<file path="config.mk">
export PLATFORM = sky130hd
export DESIGN_NAME = cache_ctrl
export DESIGN_NICKNAME = d
export VERILOG_FILES = /design/src/common/cache_pkg.sv /design/src/common/mem_pkg.sv /design/src/cache/cache_ctrl.sv
export VERILOG_INCLUDE_DIRS = /design/src /design/src/common
export SDC_FILE = /design/constraint.sdc
export NUM_CORES = 1
export LEC_CHECK = 0
export BUFFER_PORTS_ARGS = -buffer_cell sky130_fd_sc_hd__buf_2
export CAP_MARGIN = 20
export CORE_UTILIZATION = 43
export DETAILED_ROUTE_END_ITERATION = 10
export HOLD_SLACK_MARGIN = 0.03
export PLACE_DENSITY = 0.87
export SLEW_MARGIN = 25
export SYNTH_ARGS = -nofsm -noshare
export SYNTH_HDL_FRONTEND = slang
export SYNTH_SLANG_ARGS = --single-unit
</file>
<file path="constraint.sdc">
create_clock -name clk -period 3.08 [get_ports clk]
set_clock_uncertainty 0.15 [all_clocks]
set_input_delay 0.308 -clock clk [delete_from_list [all_inputs] [get_ports clk]]
set_output_delay 0.308 -clock clk [all_outputs]
set_load 0.05 [all_outputs]
</file>
<file path="src/common/mem_settings.svh">
`ifndef MEM_SETTINGS_SVH
`define MEM_SETTINGS_SVH

// Processor side widths
`define ADDR_W      16
`define DATA_W      16

// Address split for the direct-mapped cache
// addr[15:8] index, addr[7:3] tag, addr[2:0] byte offset
`define TAG_W       5
`define INDEX_W     8
`define OFFSET_W    3

// Words in one cache line
`define LINE_WORDS  4

// Word address inside one of the four banks
`define BANK_ADDR_W 13

// Cycles a bank stays busy after it accepts an access
`define BANK_BUSY   4

`endif

</file>
<file path="src/common/cache_pkg.sv">
`include "mem_settings.svh"

package cache_pkg;

    ////////////////////////////////////////
    // Controller states
    ////////////////////////////////////////
    typedef enum logic [3:0] {
        IDLE       = 4'd0,
        COMPARE    = 4'd1,
        WRITEBACK  = 4'd2,
        WB_DRAIN   = 4'd3,
        FILL_REQ   = 4'd4,
        FILL_WAIT  = 4'd5,
        FILL_WRITE = 4'd6,
        FINISH     = 4'd7,
        REJECT     = 4'd8
    } ctrl_state_t;

    ////////////////////////////////////////
    // Cache-side fields
    ////////////////////////////////////////

    // Word inside a line, addr[2:1]
    typedef logic [1:0] word_sel_t;

    // Line tag, addr[7:3]
    typedef logic [`TAG_W-1:0] cache_tag_t;

    // Line number, addr[15:8]
    typedef logic [`INDEX_W-1:0] cache_index_t;

    // One data word as stored in a line
    typedef logic [`DATA_W-1:0] cache_word_t;

endpackage

</file>
<file path="src/common/mem_pkg.sv">
`include "mem_settings.svh"

package mem_pkg;

    // Operation the controller asks of main memory
    typedef enum logic [1:0] {
        MEM_IDLE  = 2'd0,
        MEM_READ  = 2'd1,
        MEM_WRITE = 2'd2
    } mem_op_t;

    // Bank number, word interleaved on addr[2:1]
    typedef logic [1:0] bank_sel_t;

    // Word address within one bank, addr[15:3]
    typedef logic [`BANK_ADDR_W-1:0] bank_addr_t;

endpackage

</file>
<file path="src/cache/cache_ctrl.sv">
`timescale 1ns/1ns
`include "mem_settings.svh"

module cache_ctrl (
    input  logic                    clk,
    input  logic                    reset,
    input  logic [`ADDR_W-1:0]      addr,
    input  logic [`DATA_W-1:0]      data_in,
    input  logic                    rd,
    input  logic                    wr,
    input  logic                    hit,
    input  logic                    valid,
    input  logic                    dirty,
    input  cache_pkg::cache_tag_t   victim_tag,
    input  cache_pkg::cache_word_t  cache_rdata,
    input  logic                    mem_stall,
    input  logic [`DATA_W-1:0]      mem_rdata,
    output logic [`DATA_W-1:0]      data_out,
    output logic                    done,
    output logic                    cache_hit,
    output logic                    err,
    output logic                    stall,
    output cache_pkg::cache_index_t index,
    output cache_pkg::cache_tag_t   tag,
    output cache_pkg::word_sel_t    word_sel,
    output cache_pkg::cache_word_t  array_wdata,
    output logic                    array_write,
    output logic                    set_tag,
    output logic                    mark_dirty,
    output mem_pkg::mem_op_t        mem_op,
    output logic [`ADDR_W-1:0]      mem_addr,
    output logic [`DATA_W-1:0]      mem_wdata
);
    import cache_pkg::*;
    import mem_pkg::*;

    ctrl_state_t state;
    ctrl_state_t next_state;
    word_sel_t   word_cnt;
    word_sel_t   req_word;
    logic        hit_q;
    cache_word_t data_q;
    logic        bad_req;
    logic        last_word;
    logic        write_hit;

    ////////////////////////////////////////
    // Request fields
    ////////////////////////////////////////
    assign index     = addr[`ADDR_W-1 -: `INDEX_W];
    assign tag       = addr[`OFFSET_W +: `TAG_W];
    assign req_word  = addr[`OFFSET_W-1:1];
    // Odd byte address or both strobes at once
    assign bad_req   = (rd & wr) | addr[0];
    assign last_word = (word_cnt == word_sel_t'(`LINE_WORDS - 1));
    assign write_hit = (state == COMPARE) & hit & wr;

    ////////////////////////////////////////
    // Next state
    ////////////////////////////////////////
    always_comb begin
        next_state = state;
        case (state)
            IDLE: begin
                if (rd | wr) begin
                    next_state = bad_req ? REJECT : COMPARE;
                end
            end
            COMPARE: begin
                if (hit) begin
                    next_state = FINISH;
                end else if (valid & dirty) begin
                    next_state = WRITEBACK;
                end else begin
                    next_state = FILL_REQ;
                end
            end
            WRITEBACK: begin
                if (!mem_stall && last_word) begin
                    next_state = WB_DRAIN;
                end
            end
            // Wait for the bank of the first fill word
            WB_DRAIN: begin
                if (!mem_stall) begin
                    next_state = FILL_REQ;
                end
            end
            FILL_REQ: begin
                if (!mem_stall) begin
                    next_state = FILL_WAIT;
                end
            end
            FILL_WAIT:  next_state = FILL_WRITE;
            FILL_WRITE: next_state = last_word ? FINISH : FILL_REQ;
            FINISH:     next_state = IDLE;
            REJECT:     next_state = IDLE;
            default:    next_state = IDLE;
        endcase
    end

    always_ff @(posedge clk) begin
        if (reset) begin
            state <= IDLE;
        end else begin
            state <= next_state;
        end
    end

    // Word counter walks the line during writeback and fill
    always_ff @(posedge clk) begin
        if (reset) begin
            word_cnt <= '0;
        end else if (state == IDLE) begin
            word_cnt <= '0;
        end else if ((state == WRITEBACK && !mem_stall) || state == FILL_WRITE) begin
            word_cnt <= word_cnt + 1'b1;
        end
    end

    always_ff @(posedge clk) begin
        if (reset) begin
            hit_q <= 1'b0;
        end else if (state == IDLE) begin
            hit_q <= 1'b0;
        end else if (state == COMPARE) begin
            hit_q <= hit;
        end
    end

    // Requested word, from the array on a hit or from the fill
    always_ff @(posedge clk) begin
        if (state == COMPARE && hit) begin
            data_q <= rd ? cache_rdata : data_in;
        end else if (state == FILL_WRITE && word_cnt == req_word) begin
            data_q <= array_wdata;
        end
    end

    ////////////////////////////////////////
    // Cache array side
    ////////////////////////////////////////
    always_comb begin
        case (state)
            WRITEBACK, FILL_WRITE: word_sel = word_cnt;
            default:               word_sel = req_word;
        endcase
    end

    // Write miss merges its word into the incoming line
    assign array_wdata = (state == FILL_WRITE && !(wr && word_cnt == req_word)) ?
                         mem_rdata : data_in;
    assign array_write = write_hit | (state == FILL_WRITE);
    assign set_tag     = (state == FILL_WRITE) & last_word;
    assign mark_dirty  = write_hit | ((state == FILL_WRITE) & last_word & wr);

    ////////////////////////////////////////
    // Memory side
    ////////////////////////////////////////
    always_comb begin
        case (state)
            WRITEBACK: mem_op = MEM_WRITE;
            FILL_REQ:  mem_op = MEM_READ;
            default:   mem_op = MEM_IDLE;
        endcase
    end

    // Victim line goes back under its stored tag
    assign mem_addr  = (state == WRITEBACK) ? {index, victim_tag, word_cnt, 1'b0} :
                                              {index, tag, word_cnt, 1'b0};
    assign mem_wdata = cache_rdata;

    ////////////////////////////////////////
    // Processor side
    ////////////////////////////////////////
    assign data_out  = data_q;
    assign done      = (state == FINISH) | (state == REJECT);
    assign err       = (state == REJECT);
    assign cache_hit = (state == FINISH) & hit_q;
    assign stall     = (state == WRITEBACK) | (state == WB_DRAIN) | (state == FILL_REQ) |
                       (state == FILL_WAIT) | (state == FILL_WRITE);

endmodule

</file>
## Word level (Yosys, flattened, before mapping)

Cells that the tools add are included.

| storage, ports and cells | value |
|---|---|
| input port bits | 77 |
| output and inout port bits | 88 |
| word-level logic and storage cells | 65 |
| bits in registers | 23 |

| cells by class | value |
|---|---|
| reduce and logical (&&, ||, !) cells | 14 |
| bitwise gates (word level) | 16 |
| multiplexer cells | 16 |
| add/sub/neg operators | 1 |
| equality and inequality tests | 14 |

Operators by type and width:

| operator | count |
|---|---|
| 16-bit 2-to-1 mux | 4 |
| 4-bit case mux with 7 select lines | 1 |
| 4-bit 2-to-1 mux | 5 |
| 4-bit by 3-bit equality test with 1-bit output, second input constant | 4 |
| 1-bit bitwise OR | 9 |
| 4-bit by 2-bit equality test with 1-bit output, second input constant | 2 |
| 8-bit 2-to-1 mux | 1 |
| 2-bit inequality test, second input constant | 4 |
| 1-bit bitwise AND | 7 |
| 1-bit logical AND | 6 |
| 3-bit 2-to-1 mux | 2 |
| 4-bit by 1-bit equality test with 1-bit output, second input constant | 1 |
| 4-bit equality test, second input constant | 1 |
| 4-bit logical NOT | 1 |
| 2-bit 2-to-1 mux | 2 |
| 2-bit case mux with 2 select lines | 1 |
| 4-bit AND reduction | 1 |
| 2-bit OR reduction | 2 |
| 2-bit by 1-bit adder with 2-bit output, second input constant | 1 |
| 2-bit equality test | 1 |
| 2-bit equality test, second input constant | 1 |
| 1-bit logical NOT | 2 |
| 2-bit nonzero test | 1 |
| 1-bit logical OR | 1 |

## Longest topological paths before layout

| depth | value |
|---|---|
| depth after elaboration | 7 |
| mapped depth | 7 |
| depth with buffers taken out | 5 |

## Worst setup path after synthesis

Ideal clock, no wire load.

| path | value |
|---|---|
| path type | reg-to-output |
| start | reg state[0] |
| end | out done |
| data required time | 2622 ps |
| arrival time | 2884 ps |
| path buffers | 2 |
| slack | -262 ps |
| cell stages (with the launch flop) | 5 |
| cells stage by stage | dfxtp_1 > buf_6 > clkbuf_8 > nor4b_1 > o21bai_1 |

| between the ends | value |
|---|---|
| cells in the longest elaborated chain, start to end | 2 |
| elaborated cells on any way between the ends | 3 |
| those cells by class | eq/ne: 2; bitwise: 1 |

RTL lines:

| element | RTL line | RTL |
|---|---|---|
| start: declaration | cache_ctrl.sv:37 | `ctrl_state_t state;` |
| start signal: assignment | cache_ctrl.sv:106 | `state <= next_state;` |
| 4-bit equality test | n/a |  |
| net err | cache_ctrl.sv:21 | `output logic err,` |
| 1-bit bitwise OR | cache_ctrl.sv:177 | `assign done = (state == FINISH) \| (state == REJECT);` |
| end: declaration | cache_ctrl.sv:19 | `output logic done,` |

The timed path passes the listed nets, and every way through them passes these cells.

## Final worst setup path

| path | value |
|---|---|
| start | reg state[3] |
| end | out array_wdata[4] |

| between the ends | value |
|---|---|
| cells in the longest elaborated chain, start to end | 3 |

RTL lines:

| element | RTL line | RTL |
|---|---|---|
| 4-bit by 3-bit equality test with 1-bit output | cache_ctrl.sv:151 | `assign array_wdata = (state == FILL_WRITE && !(wr && word_cnt == req_word)) ?` |
| 1-bit logical AND | cache_ctrl.sv:151 |  |
| 16-bit 2-to-1 mux | cache_ctrl.sv:151 |  |
| end: declaration | cache_ctrl.sv:26 | `output cache_pkg::cache_word_t array_wdata,` |

Every way passes these cells.

==> impl_results.md <==
- Compound-Gate Fraction of Synth Area: 18.0%
- Core footprint: 4470 um2
- Row Count: 24
- Final critical-path share of the clock period: 88.5%
- Arrival time at the worst endpoint: 2.27 ns
- Layout fillers: 405
- Critical Path Fanout Max: 33
- Number of global-route vias before repair: 1755
- Failing checks: design-rule violations
- Max-slew headroom: 53.2%
- Synth-to-layout area growth: 22.1%
- Deepest clock path buffer count: 2
- CTS Root Cell: clkbuf_8
- First-pass DRT Iterations: 7
- Final worst setup slack: 0.355 ns
- WL/cell: 14.2 um
- All-layer global routing usage: 19.7%
- Initial core utilization: 45.7%
- Gates resized, CTS repair: 0
- Final Setup Violations: 0
- Bufs and invs on worst path: 2
- Worst hold path class: primary input to register
- Synth async-reset ratio: 0%
- Crit-path cells: and4bb_2 -> o31ai_4 -> buf_4 -> mux2_2 -> buf_2
- Largest net degree at the start of global routing: 34
- Ys flop type: edfxtp_1
- Num CTS Buffers: 3
- Netlist cell types: 50
- Mapped Nets: 292
- Crit path time final: 2.72 ns
- Routed vias: 1857
- Register Area: 621 um2
- Area of the multi-input gates: 967 um2
- Clock sink count: 23
- Max stage delay on crit path: 0.64 ns
- Sequential Power Share: 30.1%
- RSZ-0062 raised after global routing: no
- Routed WL: 5140 um
- Port Buffers: 139
- Setup Fix Bufs, Post-CTS: 0
- Post-synthesis mux area share: 13.1%
- Fin. max-slew vios: 0
- Die Y: 71.0 um
- Setup TNS: 0 ns
- Int Pwr: 0.765 mW
- DRC viols: 8
- Cells after DPL: 359
- Combinational Power Share: 58.0%
- Max Cap Viol: 0
- Post-Synthesis Cell Area: 2050 um2
- Delay-heaviest family, CP: flip-flops
- Mean Syn Cell Area: 9.57 um2
- GRT overflow: 0
- Fmax: 367 MHz
- CTS tree: done
- Synthesized flop and latch total: 23
- Leakage: 1.23 nW
- Ratio of cells with drive above 1 in the final layout: 60.8%
- Die Wd: 71.0 um
- Power per Cell Area: 627 nW/um2
- Sw Pwr: 0.801 mW
- Synth Instances: 214
- CP required: 2.62 ns
- Layout Utilization: 55.8%
- Ant. Diodes: 0
- Largest family of logic cells by synthesized area: buffers and inverters
- EDFF count, synth: 16
- DRT iter0 DRCs: 128
- Area after DPL: 2450 um2
- Final Power: 1.57 mW
- Crit. End Element: output port
- Worst skew pair latency: 0.26 ns
- Final net count: 390
- Post-Synth Adder-Cell Area: 0.611%
- Die ar.: 5040 um2
- CTS H-tree depth: 1
- Crit path launch type: register
- Pre-CTS setup slack: 0.662 ns
- IO Count: 165
- Max VDD drop: 267 uV
- DRT antenna net count: 0
- Worst Setup Path Type: register to output port
- Flop-to-flop setup slack: 0.67 ns
- Switch share: 51.2%
- Final hold vios: 0
- Yosys Warn Count: 0
- Status: finished with violations
- Synth Area in Simple Gates: 13.8%
- Hold WS: 0.149 ns
- Vias/cell: 5.12
- Clk pwr share: 11.9%
- Worst-path clk slew: 0.08 ns
- Detail Placement HPWL: 4080 um
- XOR/XNOR Fraction of Synth Area: 1.28%
- Hold_buf cts: 0
- Worst-margin pin slew: 0.701 ns
- GP Congestion: 0.844
- CP max-delay cell: dfxtp_1
- Final non-filler cell total: 363
- Antenna violations before repair: 0
- First-pass GRT wire length: 7980 um
- Fin area: 2500 um2
- Sequential cell area fraction in the yosys report: 30.3%
-- metal layers --
metal  global-route usage, %  share of wire [%]
met5                       0                  0
met1                    24.7                 39
met4                    8.22                2.5
met3                   0.855                6.8
met2                    35.6                 51
-- state kept, by name, indices dropped and copies added (netlist names) --
register,flops
word_cnt,2
hit_q,1
data_out,16
state,4
-- worst paths after layout --
| check | start | to | depth (start not counted) |
|---|---|---|---|
| hold / removal | reset | hit_q | 2 |
| setup / recovery | state[3] | array_wdata[4] | 5 |
| setup reg to reg | state[3] | data_out[3] | 6 |
| hold reg to reg | hit_q | hit_q | 2 |
-- worst reg2reg max path, cell delays in order, from the launching register on --
cell and delay (ns):
dfxtp_1 0.64, and4bb_2 0.33, o31ai_4 0.06, buf_4 0.38, and2_1 0.23, buf_4 0.25
a21oi_1 0.11
-- Yosys cell counts (3+ instances only) --
cell | instances | area (um2)
xor2_1 | 3 | 26.3
nor2_1 | 5 | 18.8
nor3_1 | 6 | 30.0
a21oi_2 | 10 | 87.6
buf_4 | 39 | 293
a21oi_1 | 9 | 45.0
nand2_1 | 5 | 18.8
edfxtp_1 | 16 | 480
dfxtp_1 | 7 | 140
buf_6 | 4 | 45.0
mux2_2 | 23 | 259
inv_1 | 20 | 75.1
o22ai_1 | 16 | 100
-- power by group through the flow --
stage	Sequential [mW]	Combinational (mW)	Clock (mW)
4_1_cts	0.470	0.913	0.194
5_1_grt	0.481	0.964	0.207
3_3_place_gp	0.474	0.899	0
2_1_floorplan	0.492	0.800	0
3_5_place_dp	0.476	0.909	0
6_report	0.472	0.909	0.186
-- kinds of logic after synthesis --
family          count (synthesis)
flops                          23
mux                            24
compound gates                 52
xor+xnor                        3
fa+ha+maj                       1
simple gates                   40
other cells                     1
buf+inv                        70
-- cell usage in the layout, fill, tap and decap left out, types with 3 or more instances in the layout --
cell      Yosys  routed
nand2_1       5       5
clkbuf_8      2       3
edfxtp_1     16      16
mux2_2       23      23
buf_2         2     139
o22ai_1      16      16
a21oi_2      10      10
xor2_1        3       3
nor3_1        6       6
dfxtp_1       7       7
inv_1        20      20
nor2_1        5       5
buf_4        39       4
a21oi_1       9       9
-- area by class of cell --
type | instances | area share, %
clock buffer | 4 | 1.80
inverter | 20 | 3.00
multi-input combinational | 121 | 38.7
sequential | 23 | 24.8
tap | 52 | 2.60
timing repair buffer | 143 | 29.0
No activity file was read; power rests on OpenSTA's default activity.
